==> src/hw/conv_pkg.sv <==
`default_nettype none

package conv_pkg;

    localparam int N_CH         = 8;
    localparam int K_DIM        = 3;
    localparam int T_DIM        = 4;
    localparam int PIX_W        = 8;
    localparam int ACC_W        = 23;
    localparam int OUT_SHIFT    = 7;
    localparam int N_PE         = 4;
    localparam int CH_PER_PE    = N_CH / N_PE;
    localparam int KERNEL_BEATS = N_CH * K_DIM * K_DIM;
    localparam int TILE_BEATS   = N_CH * T_DIM * T_DIM / 2;
    localparam int BEAT_W       = $clog2(KERNEL_BEATS);

    typedef logic signed [PIX_W-1:0] pixel_t;
    typedef logic signed [ACC_W-1:0] acc_t;

    // tile phase view of the input word
    typedef struct packed {
        pixel_t even_pix;
        pixel_t odd_pix;
    } pixel_pair_t;

    // kernel phase view, weight sits in the low byte
    typedef struct packed {
        logic [PIX_W-1:0] unused;
        pixel_t           weight;
    } weight_word_t;

    typedef union packed {
        pixel_pair_t  pair;
        weight_word_t wt;
    } in_word_u;

    // [channel][row][column]
    typedef pixel_t [N_CH-1:0][K_DIM-1:0][K_DIM-1:0] window_t;
    typedef pixel_t [N_CH-1:0][K_DIM-1:0][K_DIM-1:0] kernel_set_t;

    // slice of a window handled by one PE
    typedef pixel_t [CH_PER_PE-1:0][K_DIM-1:0][K_DIM-1:0] pe_grid_t;

    typedef struct packed {
        logic    valid;
        logic    last;
        window_t win;
    } win_beat_t;

    typedef struct packed {
        logic valid;
        logic last;
        acc_t sum;
    } sum_beat_t;

    typedef enum logic [1:0] {
        ST_KERNEL  = 2'd0,
        ST_TILE    = 2'd1,
        ST_COMPUTE = 2'd2
    } load_state_e;

endpackage

`default_nettype wire

==> src/hw/tile_loader.sv <==
`timescale 1ns/10ps
`default_nettype none

module tile_loader (
    input  logic                   i_clk,
    input  logic                   i_rst,
    input  conv_pkg::in_word_u     i_data,
    input  logic                   i_valid,
    output logic                   o_ready,
    output conv_pkg::win_beat_t    o_win,
    output conv_pkg::kernel_set_t  o_kernels
);

    conv_pkg::load_state_e       state_q;
    logic [conv_pkg::BEAT_W-1:0] beat_q;
    logic [2:0]                  ch_q;
    logic [1:0]                  row_q;
    logic [1:0]                  col_q;
    logic [1:0]                  pos_q;

    conv_pkg::kernel_set_t kern_q;
    conv_pkg::pixel_t [conv_pkg::N_CH-1:0][conv_pkg::T_DIM-1:0][conv_pkg::T_DIM-1:0] tile_q;
    conv_pkg::window_t     win_d;

    logic in_kernel;
    logic in_tile;
    logic accept;
    logic phase_done;
    logic col_wrap;
    logic row_wrap;
    logic row_off;
    logic col_off;

    assign in_kernel = (state_q == conv_pkg::ST_KERNEL);
    assign in_tile   = (state_q == conv_pkg::ST_TILE);
    assign o_ready   = (state_q != conv_pkg::ST_COMPUTE);
    assign accept    = i_valid & o_ready;

    // kernel beats walk a 3x3 grid, tile beats walk 4 rows of 2 column pairs
    assign col_wrap = in_kernel ? (col_q == 2'(conv_pkg::K_DIM - 1))
                                : (col_q == 2'(conv_pkg::T_DIM / 2 - 1));
    assign row_wrap = in_kernel ? (row_q == 2'(conv_pkg::K_DIM - 1))
                                : (row_q == 2'(conv_pkg::T_DIM - 1));

    assign phase_done = in_kernel
        ? (beat_q == conv_pkg::BEAT_W'(conv_pkg::KERNEL_BEATS - 1))
        : (beat_q == conv_pkg::BEAT_W'(conv_pkg::TILE_BEATS - 1));

    always_ff @(posedge i_clk or negedge i_rst)
    begin
        if (!i_rst)
        begin
            state_q <= conv_pkg::ST_KERNEL;
            beat_q  <= '0;
            ch_q    <= '0;
            row_q   <= '0;
            col_q   <= '0;
            pos_q   <= '0;
        end
        else if (state_q == conv_pkg::ST_COMPUTE)
        begin
            // four window offsets, then back to loading
            pos_q <= pos_q + 2'd1;
            if (pos_q == 2'd3)
            begin
                state_q <= conv_pkg::ST_TILE;
            end
        end
        else if (accept)
        begin
            if (phase_done)
            begin
                beat_q  <= '0;
                state_q <= in_kernel ? conv_pkg::ST_TILE : conv_pkg::ST_COMPUTE;
            end
            else
            begin
                beat_q <= beat_q + 1'b1;
            end

            if (col_wrap)
            begin
                col_q <= '0;
                if (row_wrap)
                begin
                    row_q <= '0;
                    ch_q  <= ch_q + 3'd1;
                end
                else
                begin
                    row_q <= row_q + 2'd1;
                end
            end
            else
            begin
                col_q <= col_q + 2'd1;
            end
        end
    end

    always_ff @(posedge i_clk)
    begin
        if (accept && in_kernel)
        begin
            kern_q[ch_q][row_q][col_q] <= i_data.wt.weight;
        end
        if (accept && in_tile)
        begin
            tile_q[ch_q][row_q][{col_q[0], 1'b0}] <= i_data.pair.even_pix;
            tile_q[ch_q][row_q][{col_q[0], 1'b1}] <= i_data.pair.odd_pix;
        end
    end

    // pos order (0,0) (1,0) (0,1) (1,1) as (col, row)
    assign col_off = pos_q[0];
    assign row_off = pos_q[1];

    always_comb
    begin
        for (int c = 0; c < conv_pkg::N_CH; c++)
        begin
            for (int r = 0; r < conv_pkg::K_DIM; r++)
            begin
                for (int k = 0; k < conv_pkg::K_DIM; k++)
                begin
                    win_d[c][r][k] = tile_q[c][r + row_off][k + col_off];
                end
            end
        end
    end

    assign o_win = '{
        valid: (state_q == conv_pkg::ST_COMPUTE),
        last:  (state_q == conv_pkg::ST_COMPUTE) && (pos_q == 2'd3),
        win:   win_d
    };

    assign o_kernels = kern_q;

endmodule

`default_nettype wire

==> config.mk <==
export PLATFORM = sky130hd
export DESIGN_NAME = tile_loader
export DESIGN_NICKNAME = d
export VERILOG_FILES = /design/src/hw/conv_pkg.sv /design/src/hw/tile_loader.sv
export SDC_FILE = /design/constraint.sdc
export NUM_CORES = 2
export LEC_CHECK = 0
export BUFFER_PORTS_ARGS = -buffer_cell sky130_fd_sc_hd__buf_2
export CAP_MARGIN = 40
export CORE_AREA = 2 2 460 462
export DETAILED_ROUTE_END_ITERATION = 8
export DIE_AREA = 0 0 462 464
export PLACE_DENSITY = 0.62
export SKIP_LAST_GASP = 1
export SYNTH_ARGS = -nofsm -noshare
export SYNTH_HDL_FRONTEND = slang
export SYNTH_SLANG_ARGS = --single-unit
==> constraint.sdc <==
create_clock -name i_clk -period 4.4 [get_ports i_clk]
set_input_delay 0.88 -clock i_clk [delete_from_list [all_inputs] [get_ports i_clk]]
set_output_delay 0.88 -clock i_clk [all_outputs]
set_load 0.02 [all_outputs]
== After elaboration in Yosys (flattened, before gate mapping) ==
Index checks and enable logic that the tools add are counted.

* Equality and inequality tests: 11
* $add $sub $neg: 9
* $lt $le $gt $ge: 16
* Muxes and demuxes: 224
* Bitwise operators: 2
* Reductions and logical operators: 15

{| class="wikitable"
|+ Operators by type and width
! kind !! number
|-
| $bwmux W1024 || 2
|-
| $mux W32 || 33
|-
| $bmux W32 S2 || 16
|-
| $mux W8 || 99
|-
| $bmux W8 S2 || 48
|-
| $demux W128 S3 || 2
|-
| $bwmux W576 || 1
|-
| $mux W128 || 2
|-
| $demux W72 S3 || 1
|-
| $demux W32 S2 || 2
|-
| $lt A32 B3 Y1 const B || 4
|-
| $mux W72 || 1
|-
| $demux W24 S2 || 1
|-
| $mux W24 || 2
|-
| $demux W8 S1 || 2
|-
| $demux W8 S2 || 1
|-
| $mux W2 || 7
|-
| $lt A2 B3 Y1 const B || 4
|-
| $eq A2 B2 Y1 const B || 5
|-
| $ge A2 B1 Y1 const B || 4
|-
| $logic_and A1 B1 Y1 || 8
|-
| $add A7 B1 Y7 const B || 1
|-
| $eq A7 B6 Y1 const B || 1
|-
| $eq A7 B7 Y1 const B || 1
|-
| other kinds (19) || 29
|}

* Output and inout port bits: 1155
* Input port bits: 19
* Word-level logic and storage cells: 483
* Flip-flop bits (word level): 1618

== Logic depth before layout (Yosys ltp) ==
* Depth in word-level cells: 10
* Gate-level depth with buffers: 7
* Mapped depth without buffers: 5

== Least setup slack after synthesis ==
OpenSTA, ideal clock, no wires.

* Kind: reg2reg
* Start point: register row_q[1] (netlist name)
* End point: register tile_q[32] (netlist bit), enable pin
* Path slack: 978 ps
* Stages on the path, launching flop included: 7
* Library setup time: 430 ps
* Arrival: 2992 ps
* Cell sequence: dfrtp_1 > inv_1 > ha_1 > clkbuf_1 > or3b_1 > clkbuf_1 > nor4_1

{| class="wikitable"
|+ RTL lines
! what !! RTL line !! text
|-
| end signal: indexed assignment || tile_loader.sv:109 || <nowiki>tile_q[ch_q][row_q][{col_q[0], 1'b0}] <= i_data.pair.even_pix;</nowiki>
|-
| end signal: indexed assignment || tile_loader.sv:110 || <nowiki>tile_q[ch_q][row_q][{col_q[0], 1'b1}] <= i_data.pair.odd_pix;</nowiki>
|-
| end: declaration || tile_loader.sv:22 || <nowiki>conv_pkg::pixel_t [conv_pkg::N_CH-1:0][conv_pkg::T_DIM-1:0][conv_pkg::T_DIM-1:0] tile_q;</nowiki>
|}

==> flow_summary.html <==
<table>
<tr><th>Metric</th><th>Value</th></tr>
<tr><th colspan="2">Run status</th></tr>
<tr><td>Result of the run</td><td>finished clean</td></tr>
<tr><th colspan="2">Synth</th></tr>
<tr><td>Biggest area consumer among synthesized cells</td><td>edfxtp_1</td></tr>
<tr><td>Most common cell in the synthesized netlist</td><td>edfxtp_1</td></tr>
<tr><td>Post-synth top flop</td><td>edfxtp_1</td></tr>
<tr><td>Number of synthesis warnings</td><td>0</td></tr>
<tr><td>Area share of the largest cell type after synthesis</td><td>71.40%</td></tr>
<tr><td>Number of flops mapped to enable cells by yosys</td><td>1600</td></tr>
<tr><td>Post-synth net total</td><td>3275</td></tr>
<tr><td>Post-synthesis cell area</td><td>0.06729 mm²</td></tr>
<tr><td>Count of mapped cells out of synthesis</td><td>3246</td></tr>
<tr><td>Synthesized flop and latch total</td><td>1618</td></tr>
<tr><td>List of most frequent post-synthesis cells</td><td>1600 x edfxtp_1, 576 x mux4_2, 516 x and2_1</td></tr>
<tr><td>Proportion of synthesized flip-flops having asynchronous set or reset</td><td>1.112%</td></tr>
<tr><td>Number of distinct standard cells referenced by the synthesized netlist</td><td>43</td></tr>
<tr><td>Cell types with the largest area share after synthesis</td><td>edfxtp_1 71%, mux4_2 19%, and2_1 4.8%</td></tr>
<tr><td>Sequential share of the synthesized area</td><td>72.07%</td></tr>
<tr><td>Mean instance size in the synthesized netlist</td><td>20.73 µm²</td></tr>
<tr><th colspan="2">Pwr</th></tr>
<tr><td>Worst vdd ir</td><td>0.4705 mV</td></tr>
<tr><td>Internal cell power</td><td>0.02623 W</td></tr>
<tr><td>Power per cell area</td><td>412.2 mW/mm²</td></tr>
<tr><td>Clock power share</td><td>42.8%</td></tr>
<tr><td>Fraction of power consumed by combinational cells</td><td>6.9%</td></tr>
<tr><td>Standby leakage power</td><td>29.13 nW</td></tr>
<tr><td>Switching power as a share of total power</td><td>24.45%</td></tr>
<tr><td>Reg power frac</td><td>50.3%</td></tr>
<tr><td>Sw Pwr</td><td>0.008488 W</td></tr>
<tr><th colspan="2">Global routing</th></tr>
<tr><td>Maximum number of pins on one net before global-route repair</td><td>94</td></tr>
<tr><td>Global-route congestion overflow total</td><td>0</td></tr>
<tr><td>Met3 track utilization from global routing</td><td>5.840%</td></tr>
<tr><td>Met1 track demand over resource in global routing</td><td>26.45%</td></tr>
<tr><td>Wire length of the first global-routing pass</td><td>327900 µm</td></tr>
<tr><td>Total routing resource utilization after global routing</td><td>21.89%</td></tr>
<tr><td>GRT met2 Usage</td><td>36.90%</td></tr>
<tr><td>Number of antenna violations at the first check in global routing</td><td>20</td></tr>
<tr><td>Number of global-route vias before repair</td><td>39811</td></tr>
<tr><td>Global routing's busiest layer</td><td>met2</td></tr>
<tr><th colspan="2">Routing</th></tr>
<tr><td>Post-detailed-route count of antenna-violating nets</td><td>0</td></tr>
<tr><td>Vias</td><td>39737</td></tr>
<tr><td>1st-pass router iterations</td><td>5</td></tr>
<tr><td>Drt total wl</td><td>240000 µm</td></tr>
<tr><td>Post-detailed-route wirelength per cell</td><td>31.70 µm</td></tr>
<tr><td>Post-route DRC</td><td>0</td></tr>
<tr><td>Routed via count divided by cell count</td><td>5.249</td></tr>
<tr><td>Starting DRC count in detailed routing</td><td>4221</td></tr>
<tr><th colspan="2">Finish</th></tr>
<tr><td>Area Overhead vs Synth</td><td>25.19%</td></tr>
<tr><td>Layout cell share with drive strength beyond 1</td><td>48.55%</td></tr>
<tr><td>Non-filler cells in the finished layout</td><td>7570</td></tr>
<tr><td>Area of the multi-input gates</td><td>0.01814 mm²</td></tr>
<tr><td>Sequential cell area in the final layout</td><td>0.04850 mm²</td></tr>
<tr><td>Fill cell count</td><td>18723</td></tr>
<tr><td>Layout net count</td><td>4637</td></tr>
<tr><th colspan="2">Timing</th></tr>
<tr><td>Final setup violating endpoints</td><td>0</td></tr>
<tr><td>RSZ-0062 raised after global routing</td><td>false</td></tr>
<tr><td>Actual transition at the worst max-transition pin</td><td>0.9355 ns</td></tr>
<tr><td>Number of hold violations in the final report</td><td>0</td></tr>
<tr><td>Slew Viols, Final</td><td>0</td></tr>
<tr><td>Final TNS setup</td><td>0 ns</td></tr>
<tr><td>Final critical delay including setup and external delays</td><td>3.961 ns</td></tr>
<tr><td>Clock skew after layout</td><td>0.08949 ns</td></tr>
<tr><td>Top achievable clock speed</td><td>0.2525 GHz</td></tr>
<tr><td>Tcrit/Tclk final</td><td>90.01%</td></tr>
<tr><td>Relative max-transition margin</td><td>37.40%</td></tr>
<tr><th colspan="2">Worst hold path</th></tr>
<tr><td>Cell depth of the worst hold path</td><td>1</td></tr>
<tr><td>Class of the tightest hold or removal check</td><td>in2reg</td></tr>
<tr><td>Hold Path Origin</td><td>i_data[4]</td></tr>
<tr><td>Hold worst-path end</td><td>o_kernels[20]$_DFFE_PP_</td></tr>
<tr><th colspan="2">Floorplan</th></tr>
<tr><td>Total Die Area</td><td>0.2144 mm²</td></tr>
<tr><td>Number of top-level pins</td><td>1174</td></tr>
<tr><td>Effective utilization at floorplan</td><td>32.17%</td></tr>
<tr><td>Placeable core area</td><td>0.2092 mm²</td></tr>
<tr><td>Die Y</td><td>464 µm</td></tr>
<tr><td>Placement row count</td><td>168</td></tr>
<tr><td>Die Span X</td><td>462 µm</td></tr>
<tr><th colspan="2">Worst setup path</th></tr>
<tr><td>Type of destination of the critical path</td><td>output port</td></tr>
<tr><td>Worst-path fanout max</td><td>34</td></tr>
<tr><td>Worst reg2reg path depth</td><td>5</td></tr>
<tr><td>WP data required</td><td>3.52 ns</td></tr>
<tr><td>Endpoint of the most critical register-to-register path</td><td>tile_q[332]$_DFFE_PP_</td></tr>
<tr><td>Arrival time at the worst endpoint</td><td>3.08 ns</td></tr>
<tr><td>Launch point of the worst reg-to-reg path</td><td>row_q[0]$_DFFE_PN0P_</td></tr>
<tr><td>Launching element type of the critical path</td><td>register</td></tr>
<tr><td>Worst reg2reg setup slack</td><td>1.47 ns</td></tr>
<tr><td>Critical path type</td><td>reg2out</td></tr>
<tr><th colspan="2">Clock tree</th></tr>
<tr><td>TritonCTS clock tree</td><td>yes</td></tr>
<tr><td>Number of resized instances in the post-cts repair step</td><td>0</td></tr>
<tr><td>Clock slew at reported path FFs</td><td>0.06 ns</td></tr>
<tr><td>H-tree levels</td><td>4</td></tr>
<tr><td>Buffer levels on the longest clock path</td><td>3</td></tr>
<tr><td>Clock network latency to the later pin of the worst-skew pair</td><td>0.86 ns</td></tr>
<tr><td>Cell at the root of the clock tree</td><td>clkbuf_16</td></tr>
<tr><td>Clk sinks</td><td>1618</td></tr>
<tr><td>CTS buffer count</td><td>176</td></tr>
<tr><th colspan="2">Flow run</th></tr>
<tr><td>Max-cap violations</td><td>0</td></tr>
<tr><th colspan="2">Place</th></tr>
<tr><td>DPL Wire Length</td><td>172900 µm</td></tr>
<tr><td>Number of placed instances with taps included</td><td>7234</td></tr>
<tr><td>Final RePlAce weighted congestion</td><td>0.8541</td></tr>
<tr><td>Number of port buffers</td><td>1173</td></tr>
</table>
worst max path at each step:
stage	from	slack [ns]	end	cells after the start
after floorplan	row_q[1]$_DFFE_PN0P_	0.98	tile_q[32]$_DFFE_PP_	6
after global placement	i_valid	0.59	o_kernels[97]$_DFFE_PP_	4
after detailed placement	i_valid	0.92	o_kernels[4]$_DFFE_PP_	4
after CTS	pos_q[1]$_DFFE_PN0P_	0.30	o_win[67]	4
after global routing	pos_q[1]$_DFFE_PN0P_	0.25	o_win[67]	4
final	pos_q[1]$_DFFE_PN0P_	0.44	o_win[67]	4
flip-flops by register name (all words and copies together), names as in the netlist:
signal and count:
col_q 2, state_q 2, beat_q 7, ch_q 3, o_kernels 576, pos_q 2, row_q 2, tile_q 1024
kinds of logic after synthesis:
kind of cell,share of synthesized area [%]
fa+ha+maj,0.1859
buf+inv,1.473
mux,19.38
flops,72.07
compound gates,0.1525
xor+xnor,0.1041
simple gates,6.634
layer usage:
layer / wire length (µm) / share of wire (%)
met5: 0 / 0
met1: 87770 / 37
met2: 120100 / 50
met4: 10500 / 4.4
met3: 21610 / 9.0
layout by cell type, fill, tap and decap left out, drive strengths merged, types with 2 or more instances in the layout:
master,netlist,final
mux2i,3,3
clkbuf,74,210
clkinv,0,82
a21oi,7,7
buf,140,1397
o21ai,2,2
nand2b,5,5
nor2,140,140
inv,6,16
edfxtp,1600,1600
dfrtp,18,18
nand2,40,40
bufinv,0,15
nor4b,2,2
and2,517,517
nor3,65,65
nor2b,3,3
nor4,5,5
nand3,5,5
mux4,576,576
mux2,3,3
ha,10,10
diode,0,11
nand3b,4,4
xnor2,8,8
clkinvlp,0,7
worst max-delay path, stage by stage (launching register included):
cell,delay [ns]
dfrtp_4,0.79
buf_12,0.29
buf_12,0.28
mux4_2,0.62
buf_2,0.20
repair_timing:
action / 4_1_cts / 5_1_grt
buffers inserted: 0 / 0
endpoints found under the setup margin: 0 / 0
endpoints found under the hold margin: 18 / 0
hold buffers: 1 / 0
power groups by stage:
stage          Combinational, W  Sequential (W)  Clock [W]
6_report                0.00241          0.0175     0.0149
4_1_cts                 0.00246          0.0175     0.0151
3_5_place_dp            0.00245          0.0178          0
5_1_grt                 0.00256          0.0175     0.0157
2_1_floorplan           0.00110          0.0177          0
3_3_place_gp            0.00235          0.0178          0
area by class of cell:
cell class / instances / share of cell area [%]
Sequential cell: 1618 / 57.58
Multi-Input combinational cell: 1408 / 21.53
Timing Repair Buffer: 1398 / 9.764
Clock buffer: 210 / 5.380
Tap cell: 2805 / 4.166
Clock inverter: 114 / 1.521
Antenna cell: 11 / 0.03268
Inverter: 6 / 0.02674
stage by stage:
stage | util (%) | hold WS, ns | worst slack [ns] | cell area [µm²] | power [W]
after detailed placement | 37.48 | 0.4748 | 0.9247 | 78390 | 0.02023
final | 40.28 | 0.4279 | 0.4394 | 84240 | 0.03472
after floorplan | - | 0.4451 | 0.9781 | 67290 | 0.01878
after global placement | 37.26 | 0.4631 | 0.5917 | 77940 | 0.02011
after CTS | 40.26 | 0.3466 | 0.3047 | 84210 | 0.03500
after global routing | 40.27 | 0.3581 | 0.2463 | 84220 | 0.03570
Note: power is estimated with default switching activity, not from simulation.
