==> config.mk <==
export PLATFORM = sky130hd
export DESIGN_NAME = relu_max_pool
export DESIGN_NICKNAME = d
export VERILOG_FILES = /design/src/hw/conv_pkg.sv /design/src/hw/relu_max_pool.sv
export SDC_FILE = /design/constraint.sdc
export NUM_CORES = 1
export LEC_CHECK = 0
export CORE_MARGIN = 8
export CORE_UTILIZATION = 55
export DETAILED_ROUTE_END_ITERATION = 8
export DONT_BUFFER_PORTS = 1
export GPL_TIMING_DRIVEN = 0
export PLACE_DENSITY = 0.7
export SLEW_MARGIN = 15
export SYNTH_ARGS = -nofsm -noshare
export SYNTH_HDL_FRONTEND = slang
export SYNTH_SLANG_ARGS = --single-unit
==> constraint.sdc <==
create_clock -name i_clk -period 10 [get_ports i_clk]
set_input_delay 2.5 -clock i_clk [delete_from_list [all_inputs] [get_ports i_clk]]
set_output_delay 2.5 -clock i_clk [all_outputs]
set_load 0.01 [all_outputs]
==> src/hw/conv_pkg.sv <==
`default_nettype none

package conv_pkg;

    localparam int N_CH         = 8;
    localparam int K_DIM        = 3;
    localparam int T_DIM        = 4;
    localparam int PIX_W        = 8;
    localparam int ACC_W        = 23;
    localparam int OUT_SHIFT    = 7;
    localparam int N_PE         = 4;
    localparam int CH_PER_PE    = N_CH / N_PE;
    localparam int KERNEL_BEATS = N_CH * K_DIM * K_DIM;
    localparam int TILE_BEATS   = N_CH * T_DIM * T_DIM / 2;
    localparam int BEAT_W       = $clog2(KERNEL_BEATS);

    typedef logic signed [PIX_W-1:0] pixel_t;
    typedef logic signed [ACC_W-1:0] acc_t;

    // tile phase view of the input word
    typedef struct packed {
        pixel_t even_pix;
        pixel_t odd_pix;
    } pixel_pair_t;

    // kernel phase view, weight sits in the low byte
    typedef struct packed {
        logic [PIX_W-1:0] unused;
        pixel_t           weight;
    } weight_word_t;

    typedef union packed {
        pixel_pair_t  pair;
        weight_word_t wt;
    } in_word_u;

    // [channel][row][column]
    typedef pixel_t [N_CH-1:0][K_DIM-1:0][K_DIM-1:0] window_t;
    typedef pixel_t [N_CH-1:0][K_DIM-1:0][K_DIM-1:0] kernel_set_t;

    // slice of a window handled by one PE
    typedef pixel_t [CH_PER_PE-1:0][K_DIM-1:0][K_DIM-1:0] pe_grid_t;

    typedef struct packed {
        logic    valid;
        logic    last;
        window_t win;
    } win_beat_t;

    typedef struct packed {
        logic valid;
        logic last;
        acc_t sum;
    } sum_beat_t;

    typedef enum logic [1:0] {
        ST_KERNEL  = 2'd0,
        ST_TILE    = 2'd1,
        ST_COMPUTE = 2'd2
    } load_state_e;

endpackage

`default_nettype wire

==> src/hw/relu_max_pool.sv <==
`timescale 1ns/10ps
`default_nettype none

module relu_max_pool (
    input  logic                       i_clk,
    input  logic                       i_rst,
    input  conv_pkg::sum_beat_t        i_sum,
    output logic [conv_pkg::PIX_W-1:0] o_data,
    output logic                       o_valid
);

    conv_pkg::acc_t             max_q;
    conv_pkg::acc_t             base;
    logic [conv_pkg::ACC_W-1:0] scaled;
    logic                       first_q;
    logic                       last_q;

    // zero floor at tile start gives the rectifier for free
    assign base = first_q ? conv_pkg::acc_t'(0) : max_q;

    // max_q never goes negative, plain shift is enough
    assign scaled = max_q >> conv_pkg::OUT_SHIFT;

    always_ff @(posedge i_clk)
    begin
        if (i_sum.valid)
        begin
            max_q <= (i_sum.sum > base) ? i_sum.sum : base;
        end
    end

    always_ff @(posedge i_clk or negedge i_rst)
    begin
        if (!i_rst)
        begin
            first_q <= 1'b1;
            last_q  <= 1'b0;
            o_valid <= 1'b0;
            o_data  <= '0;
        end
        else
        begin
            last_q  <= i_sum.valid & i_sum.last;
            o_valid <= last_q;
            if (i_sum.valid)
            begin
                first_q <= i_sum.last;
            end
            if (last_q)
            begin
                // saturate to 255
                if (scaled > conv_pkg::ACC_W'(255))
                begin
                    o_data <= '1;
                end
                else
                begin
                    o_data <= scaled[conv_pkg::PIX_W-1:0];
                end
            end
        end
    end

endmodule

`default_nettype wire

# Word-level counts from Yosys, hierarchy flattened

Index checks and enable logic that the tools add are counted.
Widths: inputs -> output; s select.

Flip-flop bits (word level): 34
Output and inout bits: 9
Logic and storage cells: 11
Memories: 0
Bits in latches: 0
Memory bits (read-only): 0
Bits of input ports: 27
Memory bits (writable): 0

Div/mod/pow operators: 0
Multipliers: 0
Equal/unequal tests: 0
Shift operators: 0
Reductions and logical operators: 0
$lt $le $gt $ge: 2
Multiplexer cells: 3
Bitwise operators: 1
Add/subtract/negate cells: 0

Operators by type and width:

| operator            | number |
|---|---|
| $mux 23             | 2 |
| $gt 23x23->1        | 1 |
| $gt 16x8->1 const B | 1 |
| $mux 8              | 1 |
| $and 1x1->1         | 1 |

# Logic depth before layout (Yosys ltp)

Gate-level depths: netlist (run 1).

Word-level depth: 3
Gate-level depth with buffers: 11

# Worst setup path before layout (run 1)

OpenSTA, ideal clock, no wires.

Path kind: input to register
Start point: input i_sum[22] (netlist name)
End point: register max_q[10], data pin
Slack: 5.222 ns
Data arrival time: 4.521 ns
Stages on the path: 8
Data required time: 9.744 ns
Setup time: 0.256 ns
Path through: ha_1 nand4_2 or4_4 nor3_4 a31oi_4 a21o_1 buf_6 a22o_1

Longest elaborated chain between the ends: 2

Ends and longest elaborated chain:

| element              | RTL line            | source |
|---|---|---|
| start, declared      | relu_max_pool.sv:7  | `input conv_pkg::sum_beat_t i_sum,` |
| $gt 23x23->1         | relu_max_pool.sv:28 | `max_q <= (i_sum.sum > base) ? i_sum.sum : base;` |
| $mux 23              | relu_max_pool.sv:28 |  |
| end signal, assigned | relu_max_pool.sv:28 |  |
| end, declared        | relu_max_pool.sv:12 | `conv_pkg::acc_t max_q;` |

Every way passes these cells.
A chain may end at the register's enable or synchronous reset.

# Worst setup path after layout (run 1)

Start point: input i_sum[22] (netlist name)
End point: register max_q[17], data pin

The elaborated chain is that of the path after synthesis.

==> impl_metrics.py, run 1 <==
metrics = {
    "placed_design": {
        "dp_slack_ps": 5010,
        "io_buffer_count": 0,
        "gp_congestion": 0.833,
        "dpl.hpwl_um": 4030,
        "dp_cells": 255,
    },
    "die": {
        "io-pin-count": 36,
        "initial_core_util": 0.571,
        "core_region_area_um2": 4000,
        "die_width_um": 80.5,
        "rows": 23,
        "dieArea_um2": 6470,
        "die_height_um": 80.5,
    },
    "hold_path": {
        "min_from": "last_q",
        "hold_class": "reg -> reg",
        "holdPathEnd": "o_valid",
        "hold_depth": 0,
    },
    "timing": {
        "skew_ps": 13.1,
        "max_freq_mhz": 212,
        "fin_crit_ps": 4720,
        "rsz0062_at_grt": "no",
        "drv_slew": 0,
        "slew_headroom": 0.388,
        "finalSetupTns_ps": 0,
        "setup_ws_ps": 5280,
        "timing.hold.ws_ps": 405,
        "tightest_slew_ps": 911,
        "post-route-period-util": 0.472,
        "report.final.hold_viol_count": 0,
        "finalSetupViolCount": 0,
    },
    "critical_path": {
        "cp_data_required_time_ps": 10050,
        "crit_arrival_ps": 4770,
        "path_cells": "ha_1 > nand4_2 > or4_4 > nor3_4 > a31oi_4 > a21o_1 > buf_6 > a22o_1",
        "cp_max_fo": 10,
        "reg2reg_depth": 11,
        "reg2reg_slack_ps": 6110,
        "r2r-start": "first_q",
        "critPathBufInv": 1,
        "slowest_stage": "or4_4",
        "cp_top_family": "simple AND/OR/NAND/NOR gates",
        "end_kind": "register",
        "critPathMaxStageDelay_ps": 570,
        "start_kind": "input port",
        "crit_type": "in -> reg",
        "worst_r2r_endpoint": "max_q[17]",
    },
    "synth": {
        "netlist_area_um2": 2280,
        "synth_cells": 205,
        "syn_area_per_cell_um2": 11.1,
        "ys.warnings.count": 0,
        "synth_nets": 255,
        "synth-seq-cells": 34,
        "ys_seq_area_frac": 0.423,
        "synth.distinct_cells": 43,
    },
    "power_and_ir_drop": {
        "power_density_nw_per_um2": 192,
        "power_leakage_nw": 0.916,
        "total_power_uw": 478,
        "ir_worst_vdd_v": 0.0000907,
    },
    "global_routing": {
        "first_global_vias": 1815,
        "grt_max_degree": 26,
        "antenna_found_initial": 0,
        "track_usage": 0.178,
        "overflow": 0,
        "grt_pass1_wl_um": 8930,
    },
    "clock_tree": {
        "clock_latency_ps": 300,
        "clk_pin_slew_ps": 80,
        "cts_setup_buffers": 0,
        "cts_tree": "yes",
        "post_cts_resized": 0,
        "cts_sinks": 34,
        "numCtsBuffers": 5,
        "cts.hold.buffers_added": 0,
        "cts.path.max_buffers": 2,
        "cts_root_buf": "clkbuf_8",
        "h-tree-depth": 2,
    },
    "finish": {
        "final_cell_mix": "ha_1 (23), edfxtp_1 (23), nand2_1 (19)",
        "fin_nets": 262,
        "drive_above_1_share": 0.103,
        "area_delta_synth_final_pct": 8.76,
        "final_cells": 263,
        "diodes": 0,
    },
    "routing": {
        "avgRoutedWirePerCell_um": 21.1,
        "drt_iter0_markers": 168,
        "drc": 0,
        "drt-total-wl_um": 5550,
        "ant_nets": 0,
        "viasPerCell": 6.65,
        "vias": 1750,
        "first_pass_iters": 5,
    },
    "outcome": {
        "status": "finished clean",
    },
    "job": {
        "drv_cap": 0,
    },
}
worst max path at each step:
stage	startpoint	endpoint	slack [ps]	depth (start not counted)
2_1_floorplan	i_sum[22]	max_q[10]	5220	8
3_5_place_dp	i_sum[22]	max_q[17]	5010	8
5_1_grt	i_sum[8]	max_q[6]	5160	7
4_1_cts	i_sum[22]	max_q[17]	5310	8
6_report	i_sum[22]	max_q[17]	5280	8
3_3_place_gp	i_sum[22]	max_q[21]	5050	8
synthesized netlist by cell type, drive strengths merged:
master	instances	area share
dfstp	1	0.012
a31o	1	0.0038
o22a	8	0.031
nand2b	14	0.038
nor2	1	0.0016
nor4	2	0.0082
nand3b	1	0.0033
nand4	5	0.023
and4	1	0.0038
a211oi	2	0.018
or4	2	0.0082
dfrtp	10	0.11
nor3	4	0.014
nand4b	1	0.0038
nand3	3	0.0066
and2	1	0.0027
dlygate4sd1	1	0.0038
o21a	1	0.0033
nand2	19	0.031
o21ai	3	0.0066
a31oi	9	0.031
a21oi	11	0.024
ha	23	0.13
a21boi	1	0.0049
a211o	2	0.0077
buf	3	0.012
a22oi	1	0.0033
a21o	3	0.0099
a221oi	9	0.035
nor2b	9	0.025
edfxtp	23	0.30
a22o	15	0.058
inv	9	0.015
mux2i	1	0.0044
mux2	1	0.0049
clkbuf	4	0.0066
registers in the layout, indices dropped and copies added (netlist names):
| register | count |
|---|---|
| o_valid | 1 |
| max_q | 23 |
| o_data | 8 |
| last_q | 1 |
| first_q | 1 |
power by group:
part	internal (mW)	total, mW	leakage (nW)	switching (mW)
logic	0.0581	0.133	0.511	0.0744
registers	0.176	0.188	0.337	0.0123
clock network	0.100	0.157	0.0683	0.0575
total	0.334	0.478	0.916	0.144
per-layer routing:
metal	track usage	share of wire	up-vias
li1	-	-	815
met1	0.208	0.39	855
met2	0.289	0.49	67
met3	0.0603	0.096	13
met4	0.0745	0.021	0
met5	0	0	-
cell type report:
class	instances	area, um^2
buffer	8	51.3
clock buffer	5	68.8
inverter	9	33.8
multi-input combinational	154	1230
clock inverter	3	68.8
tap	50	62.6
fill	316	1520
sequential	34	967
kinds of logic (layout without fill, tap and decap cells):
| kind of cell | count (synthesis) | count (layout) | share of synthesized area |
|---|---|---|---|
| and+or+nand+nor | 63 | 63 | 0.169 |
| DFF | 34 | 34 | 0.423 |
| muxes | 2 | 2 | 0.00931 |
| AOI/OAI and AO/OA | 66 | 66 | 0.235 |
| adders and majority gates | 23 | 23 | 0.126 |
| buffers and inverters | 17 | 25 | 0.0372 |
metrics by stage:
stage	area, um^2	utilization
2_1_floorplan	2280	-
3_3_place_gp	2350	0.587
3_5_place_dp	2350	0.587
4_1_cts	2480	0.621
5_1_grt	2480	0.621
6_report	2480	0.621
(Power assumes the default switching activity.)
==> run 2: changes to the inputs <==
--- a/config.mk
+++ b/config.mk
@@ -5,6 +5,7 @@
 export SDC_FILE = /design/constraint.sdc
 export NUM_CORES = 1
 export LEC_CHECK = 0
+export ABC_AREA = 1
 export CORE_MARGIN = 8
 export CORE_UTILIZATION = 55
 export DETAILED_ROUTE_END_ITERATION = 8
==> constraint.sdc (replaced) <==
create_clock -name i_clk -period 4.7 [get_ports i_clk]
set_input_delay 1.175 -clock i_clk [delete_from_list [all_inputs] [get_ports i_clk]]
set_output_delay 1.175 -clock i_clk [all_outputs]
set_load 0.01 [all_outputs]
==> run 2 against run 1 <==
Effect of this change:
- combinational power increased by 100%
- core utilization decreased by 0.72 points
- wire length decreased by 16%
- non-clock buffer count increased by 2
- count of clock-buffer cells in the layout increased by 1
- critical path type is now reg -> reg
- highest routed layer unchanged
==> impl_metrics.py, run 2 <==
metrics = {
    "synth": {
        "yosysMostFrequentCell": "nand2_1",
        "synth_top_cells_by_count": "nand2_1 (101), inv_1 (49), nand3_1 (26)",
        "synth-seq-cells": 34,
        "ys.warnings.count": 0,
        "synth_top_area_frac": 0.297,
        "synth.distinct_cells": 21,
        "async_reset_ff_frac": 0.324,
        "synthFlopType": "edfxtp_1",
        "synth_edf_count": 23,
        "ys_seq_area_frac": 0.415,
        "syn_area_per_cell_um2": 7.81,
        "netlist_area_um2": 2330,
        "yosys-top-cells-area": "edfxtp_1 (30%), nand2_1 (16%), ha_1 (12%), dfrtp_1 (11%), inv_1 (7.9%)",
        "post-synth-top-area-cell": "edfxtp_1",
        "synth_cells": 298,
        "synth_nets": 348,
    },
    "die": {
        "dieArea_um2": 6570,
        "rows": 23,
        "core_region_area_um2": 4030,
        "die_width_um": 81.1,
        "initial_core_util": 0.578,
        "io-pin-count": 36,
        "die_height_um": 81.1,
    },
    "global_routing": {
        "grt_pass1_wl_um": 7690,
        "track_usage": 0.150,
        "antenna_found_initial": 0,
        "overflow": 0,
        "grt_max_degree": 26,
        "first_global_vias": 1724,
    },
    "timing": {
        "drv_slew": 0,
        "fin_crit_ps": 3220,
        "skew_ps": 2.82,
        "finalSetupTns_ps": 0,
        "max_freq_mhz": 310,
        "report.final.hold_viol_count": 0,
        "timing.hold.ws_ps": 374,
        "post-route-period-util": 0.686,
        "rsz0062_at_grt": "no",
        "finalSetupViolCount": 0,
        "slew_headroom": 0.617,
        "tightest_slew_ps": 572,
    },
    "hold_path": {
        "hold_class": "reg -> reg",
        "min_from": "last_q",
        "holdPathEnd": "o_valid",
        "hold_depth": 0,
    },
    "finish": {
        "area_delta_synth_final_pct": 6.23,
        "diodes": 0,
        "largest_reg_flops": 23,
        "top_register": "max_q",
        "reg.largest.list": "max_q: 23 flops, o_data: 8 flops",
        "final_cell_mix": "nand2_1 (101), inv_1 (49), nand3_1 (26)",
        "final_common_cell": "nand2_1",
        "fin_area_um2": 2470,
        "drive_above_1_share": 0.0719,
        "fin_nets": 355,
    },
    "routing": {
        "ant_nets": 0,
        "first_pass_iters": 4,
        "drt_iter0_markers": 132,
        "viasPerCell": 5.08,
        "avgRoutedWirePerCell_um": 13.1,
        "vias": 1810,
        "drt-total-wl_um": 4670,
        "drc": 0,
    },
    "clock_tree": {
        "clock_latency_ps": 290,
        "h-tree-depth": 2,
        "cts.path.max_buffers": 2,
        "clk_pin_slew_ps": 70,
        "cts_setup_buffers": 0,
        "cts_sinks": 34,
        "cts_root_buf": "clkbuf_8",
        "cts.hold.buffers_added": 0,
        "numCtsBuffers": 5,
        "cts_tree": "yes",
        "post_cts_resized": 0,
    },
    "critical_path": {
        "critPathMaxStageDelay_ps": 520,
        "cp_max_fo": 10,
        "crit_top_cell": "nand2_1",
        "reg2reg_slack_ps": 1480,
        "cp_num_cells": 16,
        "crit_type": "reg -> reg",
        "end_kind": "register",
        "start_kind": "register",
        "cp_data_required_time_ps": 4750,
        "cp_top_family": "buffers and inverters",
        "critPathBufInv": 5,
        "reg2reg_depth": 16,
        "path_cells": "clkbuf_1 > inv_1 > clkbuf_1 > nand2_1 > ha_1 > nand2_2 > inv_1 > nand2_1 > nand2_1 > a21oi_1 > nand3_2 > nand2_1 > nand3_2 > buf_6 > nand2_1 > nand2_1",
        "crit_arrival_ps": 3270,
        "worst_r2r_endpoint": "max_q[6]",
        "slowest_stage": "dfstp_2",
        "r2r-start": "first_q",
    },
    "placed_design": {
        "placed_area_um2": 2390,
        "dpl.hpwl_um": 3610,
        "gp_congestion": 0.810,
        "io_buffer_count": 0,
    },
    "job": {
        "drv_cap": 0,
    },
    "power_and_ir_drop": {
        "ir_worst_vdd_v": 0.000162,
        "power_density_nw_per_um2": 352,
        "power_leakage_nw": 1.29,
    },
    "outcome": {
        "status": "finished clean",
    },
}
-- run 2: logic make-up after synthesis --
| family | synth area share |
|---|---|
| and+or+nand+nor | 0.303 |
| buffers and inverters | 0.117 |
| DFF | 0.415 |
| AOI/OAI and AO/OA | 0.0419 |
| adders and majority gates | 0.124 |
-- run 2: area by class of cell --
type / instances / area [um^2]
fill: 359 / 1560
multi-input combinational: 205 / 1090
sequential: 34 / 967
inverter: 49 / 184
buffer: 10 / 87.6
clock buffer: 6 / 72.6
tap: 50 / 62.6
clock inverter: 2 / 10.0
-- run 2: routing by layer --
| layer | part of all wire | up-vias | GRT usage |
|---|---|---|---|
| met3 | 0.069 | 8 | 0.0419 |
| met4 | 0.016 | 0 | 0.0679 |
| li1 | - | 971 | - |
| met1 | 0.44 | 789 | 0.181 |
| met2 | 0.48 | 42 | 0.243 |
| met5 | 0 | - | 0 |
-- run 2: power by group --
| group | total [mW] | internal (mW) | switching, mW |
|---|---|---|---|
| Sequential | 0.389 | 0.375 | 0.0144 |
| Combinational | 0.272 | 0.104 | 0.167 |
| Clock | 0.210 | 0.103 | 0.107 |
-- run 2: worst max path at each step --
| stage | to | from |
|---|---|---|
| 3_5_place_dp | max_q[14] | first_q |
| 6_report | max_q[6] | first_q |
| 5_1_grt | max_q[14] | first_q |
| 4_1_cts | max_q[14] | first_q |
| 3_3_place_gp | max_q[2] | first_q |
| 2_1_floorplan | max_q[10] | i_sum[22] |
-- run 2: metrics by stage --
stage          cells  total power [mW]  setup slack [ps]  utilization
6_report         356             0.870              1480        0.614
4_1_cts          356             0.878              1440        0.614
5_1_grt          356             0.934              1100        0.614
3_5_place_dp     348             0.669              1450        0.593
2_1_floorplan    298             0.612              2000            -
3_3_place_gp     348             0.663              1480        0.593
==> run 3: changes to the inputs <==
--- a/config.mk
+++ b/config.mk
@@ -11,7 +11,7 @@
 export DETAILED_ROUTE_END_ITERATION = 8
 export DONT_BUFFER_PORTS = 1
 export GPL_TIMING_DRIVEN = 0
-export PLACE_DENSITY = 0.7
+export PLACE_DENSITY = 0.73
 export SLEW_MARGIN = 15
 export SYNTH_ARGS = -nofsm -noshare
 export SYNTH_HDL_FRONTEND = slang
==> constraint.sdc (replaced) <==
create_clock -name i_clk -period 2.95 [get_ports i_clk]
set_input_delay 0.7375 -clock i_clk [delete_from_list [all_inputs] [get_ports i_clk]]
set_output_delay 0.7375 -clock i_clk [all_outputs]
set_load 0.01 [all_outputs]
==> run 3 against run 2 <==
Effect of this change:
- clock skew increased by 1.9 ps
- combinational power rose by 62%
- non-clock buffer count up 2
- setup slack lost 1300 ps
- power up 61%
- global-route usage increased by 0.34 points
- die area stayed put
- fmax increased by 17%
- register-to-register slack got worse by 1300 ps
- sequential power rose by 61%
- cell area is 1.2% higher
- critical path type unchanged
==> impl_metrics.py, run 3 (synthesis results as in run 2) <==
metrics = {
    "outcome": {
        "status": "finished clean",
    },
    "clock_tree": {
        "cts.path.max_buffers": 2,
        "clk_pin_slew_ps": 70,
        "h-tree-depth": 2,
        "cts.hold.buffers_added": 0,
        "numCtsBuffers": 5,
        "cts_tree": "yes",
        "cts_root_buf": "clkbuf_8",
        "clock_latency_ps": 290,
        "cts_sinks": 34,
    },
    "global_routing": {
        "met2_usage": 0.258,
        "first_global_vias": 1763,
        "overflow": 0,
        "track_usage": 0.153,
        "grt_use_met1": 0.179,
        "globalRouteMet3Util": 0.0453,
        "busiest_layer": "met2",
        "grt_max_degree": 26,
        "grt_pass1_wl_um": 7850,
        "antenna_found_initial": 0,
    },
    "finish": {
        "largest_reg_flops": 23,
        "final_cells": 358,
        "fin_nets": 357,
        "final_util": 0.621,
        "diodes": 0,
        "final_cell_mix": "nand2_1 (101), inv_1 (48), nand3_1 (26)",
        "fillCellCount": 357,
        "drive_above_1_share": 0.0909,
        "final_common_cell": "nand2_1",
        "top_register": "max_q",
        "area_delta_synth_final_pct": 7.52,
        "reg.largest.list": "max_q: 23 flops, o_data: 8 flops",
    },
    "die": {
        "die_width_um": 81.1,
        "rows": 23,
        "dieArea_um2": 6570,
        "core_region_area_um2": 4030,
        "initial_core_util": 0.578,
        "die_height_um": 81.1,
        "io-pin-count": 36,
    },
    "hold_path": {
        "hold_class": "in -> async",
    },
    "critical_path": {
        "crit_top_cell": "nand2_1",
        "end_kind": "register",
        "start_kind": "register",
        "crit_arrival_ps": 2780,
        "crit_type": "reg -> reg",
        "critPathCapture": "max_q[4]",
        "cp-startpoint": "first_q",
        "cp_data_required_time_ps": 2990,
        "slowest_stage": "dfstp_2",
        "critPathMaxStageDelay_ps": 680,
        "r2r-start": "first_q",
        "cp_max_fo": 10,
        "path_cells": "clkinvlp_4 > buf_4 > nand2_1 > ha_1 > nand2_1 > inv_1 > a21oi_1 > nand2_1 > nand2_1 > nand3_2 > nand2_1 > nand3_2 > buf_6 > nand2_1 > nand2_1",
        "reg2reg_slack_ps": 200,
        "worst_r2r_endpoint": "max_q[4]",
        "reg2reg_depth": 15,
    },
    "placed_design": {
        "io_buffer_count": 0,
        "dpl.hpwl_um": 3690,
        "dp_slack_ps": -332,
        "gp_congestion": 0.823,
        "dp_cells": 348,
    },
    "timing": {
        "slew_headroom": 0.616,
        "post-route-period-util": 0.931,
        "setup_ws_ps": 203,
        "finalSetupViolCount": 0,
        "tightest_slew_ps": 572,
        "skew_ps": 4.73,
        "report.final.hold_viol_count": 0,
        "max_freq_mhz": 364,
        "fin_crit_ps": 2750,
        "drv_slew": 0,
        "timing.hold.ws_ps": 138,
    },
    "routing": {
        "drt_iter0_markers": 85,
        "first_pass_iters": 4,
        "drt-total-wl_um": 4890,
        "avgRoutedWirePerCell_um": 13.7,
        "drc": 0,
        "ant_nets": 0,
        "vias": 1878,
        "viasPerCell": 5.25,
    },
    "power_and_ir_drop": {
        "total_power_mw": 1.40,
        "power_leakage_nw": 1.30,
        "power_density_nw_per_um2": 559,
        "ir_worst_vdd_v": 0.000323,
    },
    "job": {
        "drv_cap": 0,
    },
}
==> run 3: cell count changes in the layout (fill, tap and decap cells not counted) <==
cell,delta
a21oi_1,-1
a21oi_2,+1
buf_4,+3
clkbuf_1,-2
clkbuf_4,+1
clkinvlp_4,+1
inv_1,-1
==> run 3: how the worst min path moves through the flow <==
stage          slack (ps)    from   endpoint
3_3_place_gp          360  last_q    o_valid
2_1_floorplan         350  last_q    o_valid
5_1_grt               120   i_rst  o_data[0]
3_5_place_dp          370  last_q    o_valid
4_1_cts               140   i_rst  o_data[7]
6_report              140   i_rst     last_q
==> run 3: where the power goes <==
group	internal [mW]	switching, mW
clock	0.163	0.167
sequential	0.597	0.0286
combinational	0.172	0.269
total	0.933	0.465
==> run 3: final cells by class <==
class,instances,area (um^2),area share
flip-flops and latches,34,967,0.386
well taps,50,62.6,0.0250
repair buffers,4,30.0,0.0120
plain buffers,8,80.1,0.0320
clock buffers,6,72.6,0.0290
multi-input cells,205,1090,0.437
inverters,49,188,0.0750
clock inverters,2,10.0,0.00400
==> run 3: what timing repair did <==
action                     in CTS  in global routing
resized for setup               0                  2
setup buffers                   0                  4
setup endpoints to repair      23                 20
==> run 3: critical path: cells and delay by family, from the launching register on <==
kind                     cells  cell delay, ps
buffers and inverters        4             630
AND/OR/NAND/NOR              9             800
adder cells (fa/ha/maj)      1             240
AO/OA/AOI/OAI                1             140
flip-flops                   1             680
==> run 3: metal layers <==
metal,up-vias,part of all wire
met1,854,0.42
met4,0,0.015
met2,42,0.49
met5,-,0
li1,974,-
met3,8,0.076
==> run 3: stage by stage <==
stage / setup TNS (ps) / cell area, um^2
finish: 0 / 2500
global route: -27.9 / 2500
CTS: 0 / 2470
detailed placement: -6540 / 2390
global placement: -5280 / 2390
floorplan: 0 / 2330
